**src/rtl/piso_defines.svh**
```systemverilog
`ifndef PISO_DEFINES_SVH
`define PISO_DEFINES_SVH

// width of one wide input word
`define PISO_DIN_WIDTH 128

// width of one output lane, must divide the input width
`define PISO_DOUT_WIDTH 32

// fifo entries, also the upstream credits after reset
// must be a power of two
`define PISO_FIFO_DEPTH 8

`endif

```
**src/rtl/piso_pkg.sv**
```systemverilog
`include "piso_defines.svh"

package piso_pkg;

    localparam int LANES      = `PISO_DIN_WIDTH / `PISO_DOUT_WIDTH;
    localparam int LANE_IDX_W = (LANES > 1) ? $clog2(LANES) : 1;
    localparam int ADDR_W     = $clog2(`PISO_FIFO_DEPTH);

    typedef logic [`PISO_DOUT_WIDTH-1:0] lane_t;

    // written as raw bits, read back lane by lane (lane 0 in the low bits)
    typedef union packed {
        logic [`PISO_DIN_WIDTH-1:0] raw;
        lane_t [LANES-1:0]          lanes;
    } wide_word_u;

    typedef logic [LANE_IDX_W-1:0] lane_idx_t;

    // extra msb is the wrap bit
    typedef logic [ADDR_W:0] ptr_t;

endpackage

```
**src/rtl/bram_infer.sv**
```systemverilog
`timescale 1ns/1ps

module bram_infer #(
    parameter int DEPTH      = 8,
    parameter int DATA_WIDTH = 128
) (
    input  logic                     clk,
    input  logic                     wen,
    input  logic [$clog2(DEPTH)-1:0] waddr,
    input  piso_pkg::wide_word_u     wdata,
    input  logic                     ren,
    input  logic [$clog2(DEPTH)-1:0] raddr,
    output piso_pkg::wide_word_u     rdata
);

    logic [DATA_WIDTH-1:0] mem [DEPTH];

    if (DATA_WIDTH != $bits(piso_pkg::wide_word_u)) begin : g_width_check
        $error("bram_infer: DATA_WIDTH differs from the wide word width");
    end

    // simple dual port, write side
    always_ff @(posedge clk) begin
        if (wen) begin
            mem[waddr] <= wdata;
        end
    end

    // registered read, holds its value between reads
    always_ff @(posedge clk) begin
        if (ren) begin
            rdata <= mem[raddr];
        end
    end

endmodule

```
**src/rtl/skid_buffer.sv**
```systemverilog
`timescale 1ns/1ps

module skid_buffer #(
    parameter int DATA_WIDTH = 32
) (
    input  logic                  clk,
    input  logic                  rst,
    input  logic [DATA_WIDTH-1:0] din,
    input  logic                  din_valid,
    output logic                  din_ready,
    output logic [DATA_WIDTH-1:0] dout,
    output logic                  dout_valid,
    input  logic                  dout_ready
);

    logic [DATA_WIDTH-1:0] skid_data;
    logic                  skid_valid;
    logic                  in_xfer;
    logic                  out_free;

    // ready comes straight from a flop, never from dout_ready
    assign din_ready = !skid_valid;

    assign in_xfer  = din_valid && din_ready;
    assign out_free = !dout_valid || dout_ready;

    always_ff @(posedge clk) begin
        if (rst) begin
            dout_valid <= 1'b0;
            skid_valid <= 1'b0;
        end else if (out_free) begin
            if (skid_valid) begin
                // drain the skid entry first
                dout_valid <= 1'b1;
                skid_valid <= 1'b0;
            end else begin
                dout_valid <= in_xfer;
            end
        end else if (in_xfer) begin
            // output stalled, park the word
            skid_valid <= 1'b1;
        end
    end

    always_ff @(posedge clk) begin
        if (out_free) begin
            if (skid_valid) begin
                dout <= skid_data;
            end else if (in_xfer) begin
                dout <= din;
            end
        end
        if (!out_free && in_xfer) begin
            skid_data <= din;
        end
    end

    // valid/ready output contract
    a_dout_hold: assert property (
        @(posedge clk) disable iff (rst)
        dout_valid && !dout_ready |=> dout_valid && $stable(dout)
    ) else $error("skid_buffer: output dropped or changed under back-pressure");

endmodule

```
**src/rtl/piso_fifo.sv**
```systemverilog
`timescale 1ns/1ps
`include "piso_defines.svh"

module piso_fifo (
    input  logic                 clk,
    input  logic                 rst,
    input  logic                 din_valid,
    input  piso_pkg::wide_word_u din,
    input  logic                 pop,
    output piso_pkg::wide_word_u rd_word,
    output logic                 empty,
    output logic                 credit_return
);

    localparam int AW = piso_pkg::ADDR_W;

    piso_pkg::ptr_t wr_ptr;
    piso_pkg::ptr_t rd_ptr;
    logic           full;
    logic           wr_en;

    if ((1 << AW) != `PISO_FIFO_DEPTH) begin : g_depth_check
        $error("piso_fifo: PISO_FIFO_DEPTH must be a power of two");
    end

    // same address with different wrap bits means full
    assign empty = (wr_ptr == rd_ptr);
    assign full  = (wr_ptr[AW] != rd_ptr[AW]) && (wr_ptr[AW-1:0] == rd_ptr[AW-1:0]);

    // a full fifo drops the word, the credit check below flags it
    assign wr_en = din_valid && !full;

    // one credit goes back upstream for each word that leaves
    assign credit_return = pop;

    always_ff @(posedge clk) begin
        if (rst) begin
            wr_ptr <= '0;
        end else if (wr_en) begin
            wr_ptr <= wr_ptr + piso_pkg::ptr_t'(1);
        end
    end

    always_ff @(posedge clk) begin
        if (rst) begin
            rd_ptr <= '0;
        end else if (pop) begin
            rd_ptr <= rd_ptr + piso_pkg::ptr_t'(1);
        end
    end

    bram_infer #(
        .DEPTH      (`PISO_FIFO_DEPTH),
        .DATA_WIDTH (`PISO_DIN_WIDTH)
    ) bram_i (
        .clk   (clk),
        .wen   (wr_en),
        .waddr (wr_ptr[AW-1:0]),
        .wdata (din),
        .ren   (pop),
        .raddr (rd_ptr[AW-1:0]),
        .rdata (rd_word)
    );

    // upstream wrote without holding a credit
    a_no_write_when_full: assert property (
        @(posedge clk) disable iff (rst) din_valid |-> !full
    ) else $error("piso_fifo: write while full, credit violation");

    // serializer must only pop a word that is there
    a_no_pop_when_empty: assert property (
        @(posedge clk) disable iff (rst) pop |-> !empty
    ) else $error("piso_fifo: pop while empty");

endmodule

```
**src/rtl/piso_serializer.sv**
```systemverilog
`timescale 1ns/1ps
`include "piso_defines.svh"

module piso_serializer (
    input  logic                 clk,
    input  logic                 rst,
    input  logic                 empty,
    input  piso_pkg::wide_word_u rd_word,
    output logic                 pop,
    output piso_pkg::lane_t      lane,
    output logic                 lane_valid,
    input  logic                 lane_ready
);

    localparam piso_pkg::lane_idx_t LAST_LANE = piso_pkg::lane_idx_t'(piso_pkg::LANES - 1);

    logic                loaded;
    piso_pkg::lane_idx_t lane_cnt;
    logic                xfer;
    logic                last_xfer;

    if ((`PISO_DIN_WIDTH % `PISO_DOUT_WIDTH) != 0) begin : g_width_check
        $error("piso_serializer: output width must divide the input width");
    end

    assign lane_valid = loaded;
    assign lane       = rd_word.lanes[lane_cnt];

    assign xfer      = lane_valid && lane_ready;
    assign last_xfer = xfer && (lane_cnt == LAST_LANE);

    // fetch the next word when idle, or while the last lane leaves
    // so that its lane 0 follows without a gap
    assign pop = !empty && (!loaded || last_xfer);

    always_ff @(posedge clk) begin
        if (rst) begin
            loaded <= 1'b0;
        end else if (pop) begin
            loaded <= 1'b1;
        end else if (last_xfer) begin
            loaded <= 1'b0;
        end
    end

    // counter only moves on a transfer so back-pressure freezes it
    always_ff @(posedge clk) begin
        if (rst) begin
            lane_cnt <= '0;
        end else if (xfer) begin
            if (lane_cnt == LAST_LANE) begin
                lane_cnt <= '0;
            end else begin
                lane_cnt <= lane_cnt + piso_pkg::lane_idx_t'(1);
            end
        end
    end

    // relies on the fifo holding rd_word until the next pop
    a_lane_stable: assert property (
        @(posedge clk) disable iff (rst)
        lane_valid && !lane_ready |=> lane_valid && $stable(lane)
    ) else $error("piso_serializer: lane changed while stalled");

endmodule

```
**src/rtl/piso_top.sv**
```systemverilog
`timescale 1ns/1ps
`include "piso_defines.svh"

module piso_top (
    input  logic                        clk,
    input  logic                        rst,
    input  logic [`PISO_DIN_WIDTH-1:0]  din,
    input  logic                        din_valid,
    output logic                        credit_return,
    output logic [`PISO_DOUT_WIDTH-1:0] dout,
    output logic                        dout_valid,
    input  logic                        dout_ready
);

    piso_pkg::wide_word_u fifo_word;
    logic                 fifo_empty;
    logic                 fifo_pop;
    piso_pkg::lane_t      ser_lane;
    logic                 ser_lane_valid;
    logic                 ser_lane_ready;

    piso_fifo fifo_i (
        .clk           (clk),
        .rst           (rst),
        .din_valid     (din_valid),
        .din           (din),
        .pop           (fifo_pop),
        .rd_word       (fifo_word),
        .empty         (fifo_empty),
        .credit_return (credit_return)
    );

    piso_serializer serializer_i (
        .clk        (clk),
        .rst        (rst),
        .empty      (fifo_empty),
        .rd_word    (fifo_word),
        .pop        (fifo_pop),
        .lane       (ser_lane),
        .lane_valid (ser_lane_valid),
        .lane_ready (ser_lane_ready)
    );

    // output register stage with back-pressure
    skid_buffer #(
        .DATA_WIDTH (`PISO_DOUT_WIDTH)
    ) skid_i (
        .clk        (clk),
        .rst        (rst),
        .din        (ser_lane),
        .din_valid  (ser_lane_valid),
        .din_ready  (ser_lane_ready),
        .dout       (dout),
        .dout_valid (dout_valid),
        .dout_ready (dout_ready)
    );

endmodule

```
**config.mk**
```make
export PLATFORM = sky130hd
export DESIGN_NAME = piso_top
export DESIGN_NICKNAME = d
export VERILOG_FILES = /design/src/rtl/piso_pkg.sv /design/src/rtl/bram_infer.sv /design/src/rtl/skid_buffer.sv /design/src/rtl/piso_fifo.sv /design/src/rtl/piso_serializer.sv /design/src/rtl/piso_top.sv
export VERILOG_INCLUDE_DIRS = /design/src /design/src/rtl
export SDC_FILE = /design/constraint.sdc
export NUM_CORES = 1
export LEC_CHECK = 0
export BUFFER_PORTS_ARGS = -buffer_cell sky130_fd_sc_hd__buf_2
export CORE_MARGIN = 8
export CORE_UTILIZATION = 66
export DETAILED_ROUTE_END_ITERATION = 8
export PLACE_DENSITY = 0.93
export SLEW_MARGIN = 20
export SYNTH_ARGS = -nofsm -noshare
export SYNTH_HDL_FRONTEND = slang
export SYNTH_SLANG_ARGS = --single-unit
```
**constraint.sdc**
```tcl
create_clock -name clk -period 26.5 [get_ports clk]
set_input_delay 2.65 -clock clk [delete_from_list [all_inputs] [get_ports clk]]
set_output_delay 2.65 -clock clk [all_outputs]
set_load 0.05 [all_outputs]
```
==> impl_results.md, run 1 <==
- Area growth from synthesis to final layout: 12.19%
- Vias in the first global route: 22600
- Max-slew violations: 0
- Post-synthesis area per instance: 25.09 µm²
- Clk slew on worst S/H paths: 80 ps
- CP delay by family, top: flip-flops
- Share of post-route cells with drive strength above 1: 0.3834
- Pin count of the biggest net entering global routing: 129
- Cells along the critical path: ha_1, nor2b_1, nor2b_1, nor2_4, buf_2
- TritonCTS clock tree: yes
- Post-route ant nets: 0
- Post-synth top area cell: edfxtp_1
- CP peak stage delay: 960 ps
- Clock sink count: 1229
- Drt first-iter violations: 4042
- Site row count: 97
- Cell leakage power: 0.01614 µW
- Max IR drop VDD: 0.06829 mV
- Master cell of the clock root buffer: clkbuf_16
- Yosys reg bits: 1229
- Worst path buffer plus inverter count: 1
- Count of port buffers added during placement: 165
- Final GP Congestion: 0.7440
- Detail-routed via count per cell: 7.244
- Final setup violating endpoints: 0
- Worst setup EP type: primary output
- Startpoint of the worst setup timing path: serializer_i.lane_cnt[0]$_SDFFE_PP0P_
- Relative slew margins: 0.1952
- Count of nets after finishing: 2185
- Cts repair resizes: 0
- Via Count: 22530
- Hold path start: skid_i.skid_data[6]$_DFFE_PP_
- Clock buffer count from CTS: 113
- Total Negative Setup Slacks: 0 ps
- Post CTS Setup Buffer Count: 0
- Initial cell density of the core: 0.6630
- RSZ-0062 raised after global routing: false
- Outcome: finished, final reports clean
- Cell Pwr Density: 98.43 nW/µm²
- FF-to-FF Start: fifo_i.rd_ptr[1]$_SDFFE_PP0P_
- Routed wire length: 120.2 mm
- Vertical die dimension: 280.3 µm
- Arrival time at the worst endpoint: 2910 ps
- Number of buffers inserted for hold repair after clock tree synthesis: 0
- Area share of the largest cell type after synthesis: 0.7919
- Remaining design rule violation count: 0
- Core occupancy in the finished layout: 0.7439
- Synthesis Warnings: 0
- Worst Max-Slew Pin Slew: 1207 ps
- I/O pin cnt: 166
- Worst-case clock buffer depth: 3
- Floorplan core area: 69540 µm²
- Wire length of the first global-routing pass: 171.0 mm
- WP data required: 23850 ps
- Detailed placement HPWL: 56.44 mm
- Seq/Total Area, Yosys: 0.7976
- Total global routing track utilization: 0.3072
- Antenna violations before repair: 38
- Max Clk Rate: 0.1799 GHz
- H-tree level count: 3
- 1st-pass router iterations: 7
- Type of the worst min-delay path: flip-flop to flip-flop
- Post-Synthesis Net Count: 1973
- Count of maximum capacitance violations: 0
- Synth cell types: 36
- Worst-path fanout max: 35
- Worst Setup Start Kind: flip-flop
- Total die area: 78570 µm²
- Clk Latency, worst-skew pair: 680 ps
- Die width: 280.3 µm
- Final std cells w/o fill: 3110
- Area of the mapped netlist: 46110 µm²
- Slowest stage cell, crit path: dfxtp_4
- Final worst path period share: 0.2097
- Top cells by area in the synthesized netlist: edfxtp_1, mux4_2, mux2_2, buf_6, dfxtp_1
- Worst Skew: 27.62 ps
- Mean routed wirelength per cell: 38.65 µm
- Cell with the most instances on the worst path: nor2b_1
- Final count of hold timing violations: 0
- Fill cell total of the finished layout: 3199
- Overflow left after global routing: 0
- Crit path time final: 5558 ps
- Gate Count Post-Synth: 1838
- Start-to-end type of the worst setup path: flip-flop to primary output
- Number of placed instances, taps included: 2875
## kinds of logic (layout without fill, tap and decap cells)
group,Yosys count,in the layout,share of synthesized area
and+or+nand+nor,43,43,0.005345
muxes,452,452,0.1808
other,0,26,0
adders and majority gates,3,3,0.0008142
AOI/OAI and AO/OA,13,13,0.001900
xor gates and xnor gates,8,8,0.001519
DFF,1229,1229,0.7976
buffers and inverters,90,396,0.01199
## synth_stat cells
cell type and instances:
ha_1 3, or3_1 2, o21a_1 1, clkbuf_1 23
buf_1 19, o21ai_0 2, xor2_1 4, nor2b_1 4
nand4_1 2, mux2i_1 2, inv_1 1, nand3b_1 2
a31o_2 1, o2111ai_1 1, mux4_2 286, o41ai_2 1
nand2_1 4, buf_6 25, mux2_2 162, xnor2_1 4
mux4_1 2, nor2_1 11, and4_1 1, nor3_1 3
edfxtp_1 1216, nor3b_1 3, and3_1 1, a21oi_1 6
nor4_2 1, a31oi_1 1, nand2b_1 4, nor4b_1 2
buf_2 22, nand3_1 1, nor4_1 2, dfxtp_1 13
## layer usage
metal | vias to the layer above | wire (µm) | track usage
met5 | - | 62 | 0
met1 | 11700 | 41230 | 0.4176
met3 | 320 | 14180 | 0.06194
met2 | 2158 | 60340 | 0.5015
li1 | 8338 | - | -
met4 | 10 | 4391 | 0.1129
## where the power goes
group	switching [µW]	internal [µW]	leakage, µW
Combinational	493	384	0.00309
Clock	737	954	0.00183
Sequential	135	2390	0.0112
Total	1360	3730	0.0161
## final cells by class
class                           instances  area [µm²]  area share
Clock inverter                         80       844.6     0.01633
Timing Repair Buffer                  186        1084     0.02095
Inverter                                1       3.754  0.00007256
Antenna cell                           26       65.06    0.001258
Multi-Input combinational cell        519        8850      0.1711
Sequential cell                      1229       36800      0.7113
Tap cell                              940        1176     0.02274
Clock buffer                          129        2909     0.05624
## worst paths after layout
check        slack, ps  cells past startpoint                            endpoint
max reg2reg      22010                      5  fifo_i.bram_i.mem[7][86]$_DFFE_PP_
min reg2reg        550                      1            skid_i.dout[6]$_DFFE_PP_
min                550                      1            skid_i.dout[6]$_DFFE_PP_
max              20940                      5                       credit_return
## metrics by stage
stage          worst slack, ps  power (µW)  hold WS, ps  area, µm²
2_1_floorplan             9752        3145        497.0      46110
3_3_place_gp             20580        3307        529.8      47900
3_5_place_dp             20520        3370        531.4      47900
4_1_cts                  20660        5092        552.1      51660
5_1_grt                  20860        5202        566.4      51710
6_report                 20940        5092        547.8      51730
## registers in the layout, summed over array words and instances (netlist names)
| signal | cells |
|---|---|
| fifo_i.bram_i.mem | 1024 |
| skid_i.dout_valid | 1 |
| skid_i.skid_valid | 1 |
| fifo_i.wr_ptr | 4 |
| fifo_i.rd_ptr | 4 |
| serializer_i.lane_valid | 1 |
| fifo_i.bram_i.rdata | 128 |
| skid_i.skid_data | 32 |
| skid_i.dout | 32 |
| serializer_i.lane_cnt | 2 |
## cell usage in the layout (no fill, tap or decap), types with 4 or more instances in the layout
master         n
nand2b_1       4
diode_2       26
clkbuf_1      15
mux4_2       286
a21oi_1        6
bufinv_16     17
clkinv_1      26
dfxtp_1        7
clkinv_2      24
nor2_1         8
buf_4         13
buf_12         8
clkbuf_16    114
edfxtp_1    1216
buf_2        165
xor2_1         4
clkinvlp_4     6
nand2_1        4
nor2b_1        4
mux2_2       162
dfxtp_4        6
xnor2_1        4
inv_6          4
Power figures use the tool's default switching activity.
==> run 2, diff against run 1 <==
--- a/config.mk
+++ b/config.mk
@@ -8,9 +8,9 @@
 export LEC_CHECK = 0
 export BUFFER_PORTS_ARGS = -buffer_cell sky130_fd_sc_hd__buf_2
 export CORE_MARGIN = 8
-export CORE_UTILIZATION = 66
+export CORE_UTILIZATION = 55
 export DETAILED_ROUTE_END_ITERATION = 8
-export PLACE_DENSITY = 0.93
+export PLACE_DENSITY = 0.84
 export SLEW_MARGIN = 20
 export SYNTH_ARGS = -nofsm -noshare
 export SYNTH_HDL_FRONTEND = slang
==> constraint.sdc (replaced) <==
create_clock -name clk -period 4.7 [get_ports clk]
set_input_delay 0.47 -clock clk [delete_from_list [all_inputs] [get_ports clk]]
set_output_delay 0.47 -clock clk [all_outputs]
set_load 0.05 [all_outputs]
==> run 2 against run 1 <==
Compared with the run above: global-route usage down 7.3 points; clock skew rose by 5.1 ps; total power rose to 5.5 times the previous value; setup slack worse by 20000 ps; via count fell by 2.6%; count of clock-buffer cells in the layout rose by 2; hold slack got worse by 490 ps; critical path depth is 1 higher; combinational power grew to 5.7 times the previous value; flip-flop and latch count unchanged; final area up 0.48%; wire length down 3.2%; critical path type unchanged.
==> impl_results.md, run 2 (same netlist as run 1, synthesis figures left out) <==
- Remaining design rule violation count: 0 (unchanged)
- Master cell of the clock root buffer: clkbuf_16
- Final std cells w/o fill: 3255 (+4.7%)
- 1st-pass router iterations: 5 (-2)
- Number of buffers inserted for hold repair after clock tree synthesis: 0 (unchanged)
- Max IR drop VDD: 0.5395 mV (+690%)
- Wire length of the first global-routing pass: 159.5 mm (-6.7%)
- Register bank with the most flops: fifo_i.bram_i.mem
- Post-layout instance area: 51980 µm² (+0.48%)
- Clk slew on worst S/H paths: 80 ps (about the same)
- Start-to-end type of the worst setup path: flip-flop to primary output
- Initial cell density of the core: 0.5536 (-0.1094)
- Arrival time at the worst endpoint: 3540 ps (+630 ps)
- I/O pin cnt: 166 (unchanged)
- Flop-to-flop setup slack: 1040 ps (-20970 ps)
- Worst hold slack across all endpoints: 56.40 ps (-491.4 ps)
- Top Registers: fifo_i.bram_i.mem: 1024 flops, fifo_i.bram_i.rdata: 128 flops
- Worst Max-Slew Pin Slew: 1151 ps (-55.98 ps)
- Relative slew margins: 0.2325 (+0.03732)
- Type of the worst min-delay path: input pin to flip-flop
- Pin count of the biggest net entering global routing: 133 (+3.1%)
- Worst Skew: 32.68 ps (+5.064 ps)
- Clk Latency, worst-skew pair: 690 ps (about the same)
- Antenna violations before repair: 46 (+21%)
- Crit path time final: 4014 ps
- Cell Pwr Density: 542.4 nW/µm² (+450%)
- Vias in the first global route: 21970 (-2.8%)
- Final setup violating endpoints: 0 (unchanged)
- Cell leakage power: 0.01615 µW (about the same)
- Outcome: finished, final reports clean
- Flip-flop and latch area: 36800 µm² (about the same)
- Share of post-route cells with drive strength above 1: 0.3870 (+0.003581)
- Clock sink count: 1229 (unchanged)
- Flip-flop count of the largest register after layout: 1024 (unchanged)
- Number of placed instances, taps included: 3028 (+5.3%)
- Worst setup EP type: primary output
- Vertical die dimension: 305.5 µm (+9.0%)
- Site row count: 106 (+9.3%)
- Drt first-iter violations: 3395 (-16%)
- Multi-input gate area in the final layout: 8970 µm² (+1.4%)
- Leading cell types in the layout, fill and taps excluded: edfxtp_1, mux4_2, buf_2
- TritonCTS clock tree: yes
- Post CTS Setup Buffer Count: 0 (unchanged)
- Final GP Congestion: 0.7588 (+2.0%)
- Total die area: 93350 µm² (+19%)
- Count of nets after finishing: 2193 (+0.37%)
- WP data required: 4230 ps (-19620 ps)
- Worst Setup Start Kind: flip-flop
- Worst-path fanout max: 46 (+31%)
- Final count of hold timing violations: 0 (unchanged)
- Routed wire length: 116.4 mm (-3.2%)
- Instance area after placement: 48340 µm² (+0.91%)
- Clock buffer count from CTS: 108 (-4.4%)
- Count of maximum capacitance violations: 0 (unchanged)
- Cts repair resizes: 0 (unchanged)
- H-tree level count: 3 (unchanged)
- Max Clk Rate: 0.2491 GHz
- Floorplan core area: 83290 µm² (+20%)
- Final worst path period share: 0.8540
- Commonest non-fill, non-tap cell in the layout: edfxtp_1
- Post-route ant nets: 0 (unchanged)
- Total global routing track utilization: 0.2347 (-0.07251)
- Count of port buffers added during placement: 165 (unchanged)
- Detail-routed via count per cell: 6.745 (-6.9%)
- Via Count: 21960 (-2.6%)
- RSZ-0062 raised after global routing: false
- Mean routed wirelength per cell: 35.76 µm (-7.5%)
- Core occupancy in the finished layout: 0.6241 (-0.1198)
- Detailed placement HPWL: 54.69 mm (-3.1%)
- Max-slew violations: 0 (unchanged)
- Die width: 305.5 µm (+9.0%)
- Fill cell total of the finished layout: 4959 (+55%)
- Worst-case clock buffer depth: 3 (unchanged)
- Area growth from synthesis to final layout: 12.73%
- Overflow left after global routing: 0 (unchanged)
[run 2: cell types whose count changed in the layout (fill, tap and decap cells not counted), sizes merged]
cell and delta:
buf +13, bufinv -6, clkbuf +2, clkinv +2
clkinvlp -3, diode -1, inv -2
[run 2: layout make-up]
| type | count | share of cell area |
|---|---|---|
| multi-input cells | 519 | 0.1726 |
| diodes | 25 | 0.001204 |
| inverters | 1 | 0.00007221 |
| repair buffers | 199 | 0.02352 |
| flip-flops and latches | 1229 | 0.7079 |
| well taps | 1080 | 0.02600 |
| clock buffers | 131 | 0.05630 |
| clock inverters | 71 | 0.01244 |
[run 2: power breakdown]
group / total (µW) / internal (µW) / switching (µW)
Combinational: 4970 / 2200 / 2770
Sequential: 14100 / 13500 / 666
Clock: 9110 / 5040 / 4060
Total: 28200 / 20700 / 7500
[run 2: metrics by stage]
step | total power (µW) | worst slack, ps | setup TNS (ps)
2_1_floorplan | 17610 | -658.1 | -338810
3_3_place_gp | 18780 | 1178 | 0
3_5_place_dp | 19000 | 1125 | 0
4_1_cts | 28130 | 553.2 | 0
5_1_grt | 28880 | 405.6 | 0
6_report | 28200 | 686.0 | 0
[run 2: worst paths after layout]
path         depth (start not counted)                                  end                           from
max                                  6                        credit_return  fifo_i.rd_ptr[0]$_SDFFE_PP0P_
min                                  1   fifo_i.bram_i.mem[2][87]$_DFFE_PP_                        din[87]
max reg2reg                          5  fifo_i.bram_i.mem[2][114]$_DFFE_PP_  fifo_i.wr_ptr[0]$_SDFFE_PP0P_
min reg2reg                          1             skid_i.dout[1]$_DFFE_PP_  skid_i.skid_data[1]$_DFFE_PP_
[run 2: critical path, stage by stage (launching register included)]
cell and delay [ps]:
dfxtp_4 720, buf_4 830, xnor2_1 250, and4_1 330, nor2_4 160, buf_4 240, buf_2 320
[run 2: routing by layer]
metal	track usage	vias up	part of all wire
li1	-	8347	-
met1	0.3058	11510	0.35
met2	0.3832	1770	0.50
met3	0.06546	291	0.12
met4	0.08225	34	0.035
met5	0	-	0.0018
